### config.mk
export PLATFORM = sky130hd
export DESIGN_NAME = capture_top
export DESIGN_NICKNAME = d
export VERILOG_FILES = /design/src/logic/capture_pkg.sv /design/src/logic/raster_tracker.sv /design/src/logic/word_fifo.sv /design/src/logic/pixel_capture.sv /design/src/logic/aux_capture.sv /design/src/logic/stream_arbiter.sv /design/src/logic/capture_top.sv
export SDC_FILE = /design/constraint.sdc
export NUM_CORES = 1
export LEC_CHECK = 0
export BUFFER_PORTS_ARGS = -buffer_cell sky130_fd_sc_hd__buf_4
export CORE_ASPECT_RATIO = 1.4
export CORE_MARGIN = 2
export CORE_UTILIZATION = 62
export DETAILED_ROUTE_END_ITERATION = 8
export PLACE_DENSITY = 0.79
export SLEW_MARGIN = 0
export SYNTH_ARGS = -nofsm -noshare
export SYNTH_HDL_FRONTEND = slang
export SYNTH_SLANG_ARGS = --single-unit
### constraint.sdc
create_clock -name rx0_pclk -period 3.3 [get_ports rx0_pclk]
set_clock_uncertainty 0.2 [all_clocks]
set_input_delay 0 -clock rx0_pclk [delete_from_list [all_inputs] [get_ports rx0_pclk]]
set_output_delay 0 -clock rx0_pclk [all_outputs]
set_load 0.005 [all_outputs]
### src/logic/capture_pkg.sv
package capture_pkg;

	////////////////////////////////////////
	// Limits and sizes
	////////////////////////////////////////
	localparam int H_WIN_FIRST     = 221;   // First captured hcount
	localparam int H_WIN_LAST      = 1420;  // Last captured hcount
	localparam int ADE_PACKET_LEN  = 32;    // Cycles per aux packet
	localparam int FIFO_DEPTH_LOG2 = 4;
	localparam int PAYLOAD_W       = 48;    // Widest record, pixel

	////////////////////////////////////////
	// Scalar types
	////////////////////////////////////////
	typedef logic [10:0] pix_count_t;   // Horizontal position
	typedef logic [10:0] line_count_t;  // Line within frame
	typedef logic [11:0] pix_index_t;   // Captured pixel within line
	typedef logic [15:0] blank_pos_t;   // Cycles since vde
	typedef logic [3:0]  ade_count_t;   // Aux packets per line
	typedef logic [3:0]  aux_nibble_t;

	// Cycle position inside one aux packet
	typedef logic [$clog2(ADE_PACKET_LEN)-1:0] pkt_count_t;

	typedef enum logic {
		KIND_PIXEL,
		KIND_AUX
	} word_kind_t;

	typedef enum logic {
		GRANT_PIXEL,
		GRANT_AUX
	} grant_t;  // Last FIFO served

	////////////////////////////////////////
	// Records
	////////////////////////////////////////
	typedef struct packed {
		logic [7:0] red;
		logic [7:0] green;
		logic [7:0] blue;
	} rgb_t;

	typedef struct packed {
		pix_count_t  hcount;
		line_count_t vcount;
	} raster_pos_t;

	typedef struct packed {
		logic [11:0] line;  // vcount, zero extended
		pix_index_t  index;
		rgb_t        rgb;
	} pixel_rec_t;

	typedef struct packed {
		blank_pos_t  pos;
		aux_nibble_t aux2;
		aux_nibble_t aux1;
		logic        aux0_b2;
	} aux_rec_t;

	// Aux records sit in the low payload bits
	typedef struct packed {
		word_kind_t           kind;
		logic [PAYLOAD_W-1:0] payload;
	} stream_word_t;

endpackage

### src/logic/raster_tracker.sv
`timescale 1ns/1ps

module raster_tracker import capture_pkg::*; (
	input  logic        rx0_pclk,
	input  logic        RSTBTN,
	input  logic        hsync,
	input  logic        vsync,
	output raster_pos_t pos,
	output logic        hsync_rise,
	output logic        vsync_rise
);

	logic        hsync_q;  // Previous sampled levels
	logic        vsync_q;
	logic        h_edge;
	logic        v_edge;
	pix_count_t  hcount;
	line_count_t vcount;

	assign h_edge = hsync & ~hsync_q;
	assign v_edge = vsync & ~vsync_q;

	////////////////////////////////////////
	// Edge detect
	////////////////////////////////////////
	always_ff @(posedge rx0_pclk) begin
		if (RSTBTN) begin
			hsync_q    <= 1'b0;
			vsync_q    <= 1'b0;
			hsync_rise <= 1'b0;
			vsync_rise <= 1'b0;
		end else begin
			hsync_q    <= hsync;
			vsync_q    <= vsync;
			hsync_rise <= h_edge;
			vsync_rise <= v_edge;
		end
	end

	////////////////////////////////////////
	// Raster counters
	////////////////////////////////////////
	always_ff @(posedge rx0_pclk) begin
		if (RSTBTN) begin
			hcount <= '0;
			vcount <= '0;
		end else begin
			// Restart the line on hsync, hold at the end otherwise
			if (h_edge)
				hcount <= '0;
			else if (hcount != '1)
				hcount <= hcount + 1'b1;

			if (v_edge)
				vcount <= '0;  // New frame
			else if (h_edge)
				vcount <= vcount + 1'b1;
		end
	end

	assign pos = '{hcount: hcount, vcount: vcount};

endmodule

### src/logic/word_fifo.sv
`timescale 1ns/1ps

module word_fifo import capture_pkg::*; #(
	parameter int WIDTH      = 8,
	parameter int DEPTH_LOG2 = FIFO_DEPTH_LOG2
) (
	input  logic             rx0_pclk,
	input  logic             RSTBTN,
	input  logic             wr_en,
	input  logic [WIDTH-1:0] wr_data,
	input  logic             rd_en,
	output logic [WIDTH-1:0] rd_data,
	output logic             empty
);

	localparam int DEPTH = 2 ** DEPTH_LOG2;

	logic [WIDTH-1:0]      mem [DEPTH];
	logic [DEPTH_LOG2-1:0] wr_ptr;
	logic [DEPTH_LOG2-1:0] rd_ptr;

	// The reader drains one word per cycle so it never fills
	assign empty = (wr_ptr == rd_ptr);

	////////////////////////////////////////
	// Pointers
	////////////////////////////////////////
	always_ff @(posedge rx0_pclk) begin
		if (RSTBTN) begin
			wr_ptr <= '0;
			rd_ptr <= '0;
		end else begin
			if (wr_en)
				wr_ptr <= wr_ptr + 1'b1;
			if (rd_en && !empty)
				rd_ptr <= rd_ptr + 1'b1;
		end
	end

	////////////////////////////////////////
	// Storage and output register
	////////////////////////////////////////
	always_ff @(posedge rx0_pclk) begin
		if (wr_en)
			mem[wr_ptr] <= wr_data;
		if (rd_en && !empty)
			rd_data <= mem[rd_ptr];  // Valid the cycle after the strobe
	end

endmodule

### src/logic/pixel_capture.sv
`timescale 1ns/1ps

module pixel_capture import capture_pkg::*; (
	input  logic        rx0_pclk,
	input  logic        RSTBTN,
	input  logic        vde,
	input  rgb_t        rgb,
	input  raster_pos_t pos,
	input  logic        hsync_rise,
	input  logic        rd_en,
	output pixel_rec_t  rd_data,
	output logic        empty
);

	rgb_t       rgb_q;  // Lines up with the registered pos
	pix_index_t index;
	logic       in_window;
	logic       capture;
	logic       wr_en;
	pixel_rec_t wr_rec;

	assign in_window = (pos.hcount >= pix_count_t'(H_WIN_FIRST)) &&
		(pos.hcount <= pix_count_t'(H_WIN_LAST));
	assign capture = vde && in_window;

	////////////////////////////////////////
	// In-line index and write strobe
	////////////////////////////////////////
	always_ff @(posedge rx0_pclk) begin
		if (RSTBTN) begin
			index <= '0;
			wr_en <= 1'b0;
		end else begin
			wr_en <= capture;
			if (hsync_rise)
				index <= '0;  // New line
			else if (capture)
				index <= index + 1'b1;
		end
	end

	// Record payload
	always_ff @(posedge rx0_pclk) begin
		rgb_q <= rgb;
		if (capture) begin
			wr_rec.line  <= {1'b0, pos.vcount};
			wr_rec.index <= index;
			wr_rec.rgb   <= rgb_q;
		end
	end

	word_fifo #(
		.WIDTH ($bits(pixel_rec_t))
	) pix_fifo_i (
		.rx0_pclk (rx0_pclk),
		.RSTBTN   (RSTBTN),
		.wr_en    (wr_en),
		.wr_data  (wr_rec),
		.rd_en    (rd_en),
		.rd_data  (rd_data),
		.empty    (empty)
	);

endmodule

### src/logic/aux_capture.sv
`timescale 1ns/1ps

module aux_capture import capture_pkg::*; (
	input  logic        rx0_pclk,
	input  logic        RSTBTN,
	input  logic        vde,
	input  logic        ade,
	input  aux_nibble_t aux0,
	input  aux_nibble_t aux1,
	input  aux_nibble_t aux2,
	input  logic        hsync_rise,
	input  logic        rd_en,
	output aux_rec_t    rd_data,
	output logic        empty,
	output ade_count_t  ade_num
);

	blank_pos_t blank_pos;
	logic       armed;     // Video seen since reset
	pkt_count_t pkt_cnt;
	ade_count_t line_cnt;  // Packets on the current line
	logic       wr_en;
	aux_rec_t   wr_rec;

	////////////////////////////////////////
	// Blanking position
	////////////////////////////////////////
	always_ff @(posedge rx0_pclk) begin
		if (RSTBTN) begin
			blank_pos <= '0;
			armed     <= 1'b0;
		end else begin
			if (vde)
				blank_pos <= '0;
			else
				blank_pos <= blank_pos + 1'b1;  // Wraps in long blanking

			if (vde)
				armed <= 1'b1;
		end
	end

	////////////////////////////////////////
	// Aux packet counting
	////////////////////////////////////////
	always_ff @(posedge rx0_pclk) begin
		if (RSTBTN) begin
			pkt_cnt  <= '0;
			line_cnt <= '0;
			ade_num  <= '0;
		end else begin
			if (!ade)
				pkt_cnt <= '0;
			else if (pkt_cnt == pkt_count_t'(ADE_PACKET_LEN - 1))
				pkt_cnt <= '0;
			else
				pkt_cnt <= pkt_cnt + 1'b1;

			// Latch the finished line, then start over
			if (hsync_rise) begin
				ade_num  <= line_cnt;
				line_cnt <= '0;
			end else if (ade && pkt_cnt == '0) begin
				line_cnt <= line_cnt + 1'b1;  // First cycle of a packet
			end
		end
	end

	////////////////////////////////////////
	// Aux record
	////////////////////////////////////////
	always_ff @(posedge rx0_pclk) begin
		if (RSTBTN)
			wr_en <= 1'b0;
		else
			wr_en <= armed && ade;
	end

	// Samples and position taken together
	always_ff @(posedge rx0_pclk) begin
		wr_rec.pos     <= blank_pos;
		wr_rec.aux2    <= aux2;
		wr_rec.aux1    <= aux1;
		wr_rec.aux0_b2 <= aux0[2];
	end

	word_fifo #(
		.WIDTH ($bits(aux_rec_t))
	) aux_fifo_i (
		.rx0_pclk (rx0_pclk),
		.RSTBTN   (RSTBTN),
		.wr_en    (wr_en),
		.wr_data  (wr_rec),
		.rd_en    (rd_en),
		.rd_data  (rd_data),
		.empty    (empty)
	);

endmodule

### src/logic/stream_arbiter.sv
`timescale 1ns/1ps

module stream_arbiter import capture_pkg::*; (
	input  logic         rx0_pclk,
	input  logic         RSTBTN,
	input  logic         pix_empty,
	input  pixel_rec_t   pix_data,
	output logic         pix_rd_en,
	input  logic         aux_empty,
	input  aux_rec_t     aux_data,
	output logic         aux_rd_en,
	output logic         out_valid,
	output stream_word_t out_word
);

	grant_t     last_grant;
	word_kind_t kind_q;  // Source of the word now on rd_data

	////////////////////////////////////////
	// Round robin
	////////////////////////////////////////
	// Aux goes when alone or when pixel had the last turn
	assign aux_rd_en = !aux_empty && (pix_empty || last_grant == GRANT_PIXEL);
	assign pix_rd_en = !pix_empty && !aux_rd_en;

	always_ff @(posedge rx0_pclk) begin
		if (RSTBTN) begin
			last_grant <= GRANT_PIXEL;
			out_valid  <= 1'b0;
			kind_q     <= KIND_PIXEL;
		end else begin
			out_valid <= pix_rd_en || aux_rd_en;
			if (aux_rd_en) begin
				last_grant <= GRANT_AUX;
				kind_q     <= KIND_AUX;
			end else if (pix_rd_en) begin
				last_grant <= GRANT_PIXEL;
				kind_q     <= KIND_PIXEL;
			end
		end
	end

	////////////////////////////////////////
	// Output word
	////////////////////////////////////////
	always_comb begin
		out_word.kind    = kind_q;
		out_word.payload = '0;
		if (kind_q == KIND_AUX)
			out_word.payload[$bits(aux_rec_t)-1:0] = aux_data;
		else
			out_word.payload = pix_data;
	end

endmodule

### src/logic/capture_top.sv
`timescale 1ns/1ps

module capture_top import capture_pkg::*; (
	input  logic         rx0_pclk,
	input  logic         RSTBTN,
	input  logic         hsync,
	input  logic         vsync,
	input  logic         vde,
	input  logic         ade,
	input  rgb_t         rgb,
	input  aux_nibble_t  aux0,
	input  aux_nibble_t  aux1,
	input  aux_nibble_t  aux2,
	output logic         out_valid,
	output stream_word_t out_word,
	output ade_count_t   ade_num
);

	raster_pos_t pos;
	logic        hsync_rise;
	logic        pix_rd_en;
	logic        pix_empty;
	pixel_rec_t  pix_data;
	logic        aux_rd_en;
	logic        aux_empty;
	aux_rec_t    aux_data;

	raster_tracker raster_i (
		.rx0_pclk   (rx0_pclk),
		.RSTBTN     (RSTBTN),
		.hsync      (hsync),
		.vsync      (vsync),
		.pos        (pos),
		.hsync_rise (hsync_rise),
		.vsync_rise ()  // Not needed by the capture paths
	);

	pixel_capture pixel_i (
		.rx0_pclk   (rx0_pclk),
		.RSTBTN     (RSTBTN),
		.vde        (vde),
		.rgb        (rgb),
		.pos        (pos),
		.hsync_rise (hsync_rise),
		.rd_en      (pix_rd_en),
		.rd_data    (pix_data),
		.empty      (pix_empty)
	);

	aux_capture aux_i (
		.rx0_pclk   (rx0_pclk),
		.RSTBTN     (RSTBTN),
		.vde        (vde),
		.ade        (ade),
		.aux0       (aux0),
		.aux1       (aux1),
		.aux2       (aux2),
		.hsync_rise (hsync_rise),
		.rd_en      (aux_rd_en),
		.rd_data    (aux_data),
		.empty      (aux_empty),
		.ade_num    (ade_num)
	);

	stream_arbiter arb_i (
		.rx0_pclk  (rx0_pclk),
		.RSTBTN    (RSTBTN),
		.pix_empty (pix_empty),
		.pix_data  (pix_data),
		.pix_rd_en (pix_rd_en),
		.aux_empty (aux_empty),
		.aux_data  (aux_data),
		.aux_rd_en (aux_rd_en),
		.out_valid (out_valid),
		.out_word  (out_word)
	);

endmodule

==> results_dict.tcl, run 1 <==
set metrics [dict create \
    outcome "completed" \
    design.die.area_sq_mm 0.0873 \
    grt_pass1_wl_mm 173 \
    reg2reg_slack_ns 0.64 \
    coreArea_sq_mm 0.0842 \
    critPathCaptureType "register" \
    max-vdd-ir-drop_mv 0.501 \
    setup.worst_path.class "register to register" \
    cts_buffer_depth 3 \
    cp-endpoint "pixel_i.pix_fifo_i.rd_ptr[3]$_SDFFE_PP0P_" \
    viasPerCell 6.55 \
    nFillCells 4706 \
    syn-num-nets 2668 \
    rsz0062_at_grt "false" \
    drv_cap 0 \
    cellPowerDensity_mw_per_mm2 612 \
    wl_mm 117 \
    min_path_type "input pin to register" \
    crit_slowest_cell "dfxtp_2" \
    track_usage_pct 27.2 \
    synth.largest_area_cell "edfxtp_1" \
    final_util_pct 71.4 \
    cp_cell_sequence "xor2_1, or4_1, o21a_2, buf_4, a311oi_1, a41o_1" \
    seq_area_frac_synth_pct 77.7 \
    grt_overflow 0 \
    drive_above_1_share_pct 22.0 \
    cp_data_arrival_time_ns 3.10 \
    dr.pass1.iters 8 \
    antenna_left 0 \
    slowest_delay_ns 0.67 \
    synth_flop_cell "edfxtp_1" \
    ys_seq_elements 1407 \
    crit_fanout 29 \
    numCtsBuffers 118 \
    synth.area.top_cells "edfxtp_1 (73%), mux4_2 (9.4%), dfxtp_1 (5.2%)" \
    initial_core_util_pct 62.5 \
    pin_count 96 \
    gp_congestion 0.795 \
    min_period_ns 2.66 \
    h-tree-depth 3 \
    grt_max_degree 73 \
    post-cts-setup-buffers 0 \
    final-max-slew-violation-count 0 \
    synth_edf_count 1271 \
    syn_area_sq_mm 0.0526 \
    rows 126 \
    grt_pass1_vias 27500 \
    area_delta_synth_final_pct 14.2 \
    wl_per_cell_um 29.0 \
    synth.distinct_cells 51 \
    fin_cells 4029 \
    r2r_cells 6 \
    hold_ws_ns 0.0823 \
    num_vias 26400 \
    crit_start "pixel_i.pix_fifo_i.rd_ptr[2]$_SDFFE_PP0P_" \
    dp.cells 3726 \
    r2r-start "pixel_i.pix_fifo_i.rd_ptr[2]$_SDFFE_PP0P_" \
    antenna_found_initial 1 \
    finalCritPeriodShare_pct 80.7 \
    die_y_um 349 \
    crit_path_start_kind "register" \
    worstMarginPinSlew_ns 0.860 \
    yosys_warnings 0 \
    final_hold_viol_count 0 \
    cts_hold_buf 79 \
    p_leak_nw 18.8 \
    cp.required_ns 3.73 \
    finalSetupViolCount 0 \
    tns_ns 0 \
    cts_sinks 1407 \
    drt_iter0_markers 2801 \
    io_buffer_count 91 \
    cts_resized 0 \
    yosys.cell_count.top_type "edfxtp_1" \
    root_buffer "clkbuf_16" \
    diodes 0 \
    ys_top_cells_by_count "edfxtp_1 (1271), mux4_2 (219), mux2i_1 (198)" \
    clk_latency_ns 0.70 \
    maxSlewHeadroom_pct 42.7 \
    drc 0 \
    cts_tree "built" \
    netlist_instances 2606 \
    netlist.area_leader.share_pct 72.5 \
    async_flop_share_pct 0 \
    regToRegEndpoint "pixel_i.pix_fifo_i.rd_ptr[3]$_SDFFE_PP0P_" \
    syn_avg_cell_area_sq_um 20.2 \
    nNetsFinal 2899 \
    timing.fmax_mhz 376 \
    dp_hpwl_mm 60.7 \
    clk_pin_slew_worst_paths_ns 0.07 \
    die-width_um 250 \
]
==> per-layer routing <==
metal	share of wire (%)	vias to the layer above	track usage (%)
met5	0.011	-	0
met4	3.9	2	11.6
met3	7.7	300	3.69
met2	53	1396	48.0
met1	36	13600	34.1
li1	-	11100	-
==> flip-flops by register name, summed over array words and instances (netlist names), 5 cells and up <==
name,cells
pixel_i.index,12
aux_i.pkt_cnt,5
aux_i.aux_fifo_i.mem,400
pixel_i.wr_rec,47
raster_i.hcount,11
aux_i.wr_rec,25
raster_i.vcount,11
pixel_i.pix_fifo_i.mem,752
aux_i.blank_pos,16
pixel_i.pix_fifo_i.rd_data,47
pixel_i.rgb_q,24
aux_i.aux_fifo_i.rd_data,25
==> placed cells by master (no fill, tap or decap), types with 74 or more instances in the layout <==
master / netlist / layout
nor2_1: 74 / 74
mux4_2: 219 / 219
dlygate4sd3_1: 0 / 79
clkbuf_16: 0 / 128
dfxtp_1: 136 / 128
nand2_1: 77 / 77
buf_4: 2 / 141
edfxtp_1: 1271 / 1271
a221oi_1: 94 / 94
mux2i_1: 198 / 198
==> area by class of cell <==
| cell class | instances | area (sq um) | share of cell area, % |
|---|---|---|---|
| clock inverter | 46 | 562 | 0.935 |
| sequential | 1407 | 40900 | 68.1 |
| tap | 1088 | 1360 | 2.26 |
| inverter | 17 | 63.8 | 0.106 |
| multi-input combinational | 1043 | 11100 | 18.5 |
| clock buffer | 178 | 3630 | 6.04 |
| timing repair buffer | 250 | 2450 | 4.08 |
==> critical path: cells and delay by family, from the launching register on <==
family	cells	cell delay, ns
and+or+nand+nor	1	0.64
AOI/OAI and AO/OA	3	0.62
xor gates and xnor gates	1	0.17
DFF	1	0.67
buffers and inverters	1	0.29
==> cell families (layout without fill, tap and decap cells) <==
| kind of cell | Yosys count | after routing | share of synthesized area, % |
|---|---|---|---|
| flops | 1407 | 1407 | 77.7 |
| mux | 442 | 442 | 13.7 |
| simple gates | 290 | 290 | 2.78 |
| compound gates | 241 | 241 | 3.32 |
| buf+inv | 156 | 491 | 1.23 |
| xor+xnor | 49 | 49 | 0.815 |
| fa+ha+maj | 20 | 20 | 0.476 |
| other cells | 1 | 1 | 0.00713 |
==> per-stage QoR <==
step	total power [W]	instance area (sq um)	setup WS [ns]
floorplan	0.0214	52600	0.409
global placement	0.0222	55100	0.709
detailed placement	0.0223	55100	0.683
CTS	0.0369	60100	0.658
global route	0.0376	60100	0.573
finish	0.0368	60100	0.638
==> how the worst min path moves through the flow <==
stage	startpoint	endpoint	slack, ns	cells after the start
2_1_floorplan	aux0[2]	aux_i.wr_rec[0]$_DFF_P_	-0.17	0
3_3_place_gp	rgb[10]	pixel_i.rgb_q[10]$_DFF_P_	-0.1	1
3_5_place_dp	aux2[2]	aux_i.wr_rec[7]$_DFF_P_	-0.09	1
4_1_cts	RSTBTN	aux_i.aux_fifo_i.wr_ptr[2]$_SDFFE_PP0P_	0.04	3
5_1_grt	RSTBTN	aux_i.ade_num[0]$_SDFFE_PP0P_	0.09	3
6_report	RSTBTN	aux_i.ade_num[0]$_SDFFE_PP0P_	0.08	3
==> report_power, final <==
part | total [W] | leakage [nW] | switching (W) | internal, W
registers | 0.0197 | 12.4 | 0.000213 | 0.0194
logic | 0.00237 | 4.33 | 0.00109 | 0.00128
clock network | 0.0147 | 2.06 | 0.00624 | 0.00849
Power figures use the tool's default switching activity.
==> run 2: changes to the inputs <==
CORE_UTILIZATION = 56   (was 62)
PLACE_DENSITY = 0.75   (was 0.79)
clock period = 2.4 ns   (was 3.3 ns; I/O delays follow)
==> run 2 against run 1 <==
Total power grew 34%. Combinational power increased by 48%. Via count down 1.8%. Highest routed layer is now met4. Clock power up 28%. Sequential share of layout area down 0.81 points. Largest power group unchanged. Sequential power rose by 37%. Maximum frequency up 13%. Final cell count rose by 4.4%. Core utilization down 6.3 points. Worst setup slack got worse by 0.60 ns.
==> results_dict.tcl, run 2 (synthesized netlist as in run 1, its figures left out) <==
set metrics [dict create \
    num_vias 25900 \
    maxSlewHeadroom_pct 54.7 \
    wl_mm 115 \
    final_common_cell "edfxtp_1" \
    timing.fmax_mhz 424 \
    top_layer_used "met4" \
    grt_max_degree 57 \
    rows 133 \
    min_path_type "input pin to register" \
    cp_cell_sequence "buf_12, buf_12, mux4_2, mux4_2" \
    largestRegisters "pixel_i.pix_fifo_i.mem x752, aux_i.aux_fifo_i.mem x400" \
    cts_sinks 1407 \
    cts_tree "built" \
    r2r-start "aux_i.aux_fifo_i.rd_ptr[0]$_SDFFE_PP0P_" \
    crit_slowest_cell "mux4_2" \
    place_area_sq_mm 0.0562 \
    holdCritStartpoint "ade" \
    grt_pass1_vias 26700 \
    dp.cells 3902 \
    fin_cells 4206 \
    drt_iter0_markers 2719 \
    largest_register_ffs 752 \
    crit_start "aux_i.aux_fifo_i.rd_ptr[0]$_SDFFE_PP0P_" \
    grt_overflow 0 \
    final_cell_mix "edfxtp_1 (1271), mux4_2 (219), mux2i_1 (198)" \
    max-vdd-ir-drop_mv 0.789 \
    hold_end "aux_i.wr_en$_SDFF_PP0_" \
    finalCritPeriodShare_pct 98.2 \
    dp_slack_ns 0.0934 \
    regToRegEndpoint "aux_i.aux_fifo_i.rd_data[12]$_DFFE_PP_" \
    track_usage_pct 24.0 \
    met1_length_mm 42.9 \
    switchingPower_w 0.0103 \
    clk_pin_slew_worst_paths_ns 0.06 \
    root_buffer "clkbuf_16" \
    reg2reg_slack_ns 0.04 \
    post-cts-setup-buffers 0 \
    pwr-share-seq_pct 54.8 \
    cp_data_arrival_time_ns 2.62 \
    min_period_ns 2.36 \
    slowest_delay_ns 0.56 \
    cellPowerDensity_mw_per_mm2 811 \
    fin_ws_ns 0.0433 \
    drv_cap 0 \
    final-max-slew-violation-count 0 \
    hold_depth 3 \
    pin_count 96 \
    io_buffer_count 91 \
    gp_congestion 0.792 \
    area_delta_synth_final_pct 15.6 \
    antenna_left 0 \
    crit_fanout 16 \
    crit_path_start_kind "register" \
    p_int_w 0.0390 \
    dp_hpwl_mm 63.4 \
    worstMarginPinSlew_ns 0.680 \
    p_sw_share_pct 20.9 \
    coreArea_sq_mm 0.0935 \
    die-width_um 263 \
    dr.pass1.iters 6 \
    routed-wl-met2_mm 60.5 \
    setup.worst_path.class "register to register" \
    combPwrFrac_pct 7.1 \
    drive_above_1_share_pct 22.8 \
    cts_buffer_depth 3 \
    finalSetupViolCount 0 \
    critPathCaptureType "register" \
    die_y_um 367 \
    outcome "completed" \
    clk_latency_ns 0.73 \
    nNetsFinal 2947 \
    drc 0 \
    grt_pass1_wl_mm 170 \
    cp.required_ns 2.66 \
    wl_per_cell_um 27.4 \
    design.die.area_sq_mm 0.0965 \
    clkPwrFrac_pct 38.1 \
    viasPerCell 6.17 \
    design_area_sq_mm 0.0608 \
    numCtsBuffers 119 \
    final_util_pct 65.0 \
    hold_ws_ns 0.0228 \
    dr_wl_met3_mm 7.87 \
    rsz0062_at_grt "false" \
    p_leak_nw 19.3 \
    initial_core_util_pct 56.3 \
    antenna_found_initial 1 \
    r2r_cells 4 \
    regMostFlops "pixel_i.pix_fifo_i.mem" \
    final_hold_viol_count 0 \
    h-tree-depth 3 \
]
-- run 2: worst max-delay path, delay by kind of cell, from the launching register on --
kind	cells	cell delay, ns
buffers and inverters	2	0.40
flip-flops	1	0.41
multiplexers	2	1.05
-- run 2: power by group through the flow --
stage / Combinational [W] / Sequential [W] / Clock (W)
floorplan: 0.00217 / 0.0273 / 0
global placement: 0.00333 / 0.0275 / 0
detailed placement: 0.00342 / 0.0275 / 0
CTS: 0.00355 / 0.0270 / 0.0191
global route: 0.00370 / 0.0270 / 0.0200
finish: 0.00351 / 0.0270 / 0.0188
-- run 2: stage by stage --
stage | TNS (ns) | total power [W]
floorplan | -1.69 | 0.0295
finish | 0 | 0.0493
detailed placement | 0 | 0.0309
global route | 0 | 0.0507
CTS | 0 | 0.0496
global placement | 0 | 0.0308
-- run 2: layer usage --
metal	GRT usage, %	vias up
li1	-	11200
met1	30.3	13400
met2	42.4	1120
met3	3.26	224
met4	9.34	0
met5	0	-
-- run 2: cell type report --
class / count / area [sq um]
Sequential cell: 1407 / 40900
Timing Repair Buffer: 297 / 3330
Antenna cell: 1 / 2.50
Inverter: 17 / 67.6
Tap cell: 1215 / 1520
Clock inverter: 52 / 448
Clock buffer: 174 / 3400
Multi-Input combinational cell: 1043 / 11200
Fill cell: 5964 / 32700
-- run 2: worst max-delay path by stage --
| stage | endpoint | slack (ns) | cells past startpoint |
|---|---|---|---|
| 6_report | aux_i.aux_fifo_i.rd_data[12]$_DFFE_PP_ | 0.04 | 4 |
| 5_1_grt | pixel_i.index[0]$_SDFFE_PP0P_ | 0.004 | 9 |
| 4_1_cts | out_word[0] | 0.05 | 3 |
| 3_5_place_dp | pixel_i.wr_rec[2]$_DFFE_PP_ | 0.09 | 7 |
| 3_3_place_gp | pixel_i.index[6]$_SDFFE_PP0P_ | 0.13 | 7 |
| 2_1_floorplan | pixel_i.index[0]$_SDFFE_PP0P_ | -0.08 | 9 |
-- run 2: repair_timing --
action                                  4_1_cts  5_1_grt
endpoints found under the setup margin        7        1
resized for setup                             1        1
hold buffers                                 77        0
hold endpoints to repair                    114        0
pin swaps                                     0        0
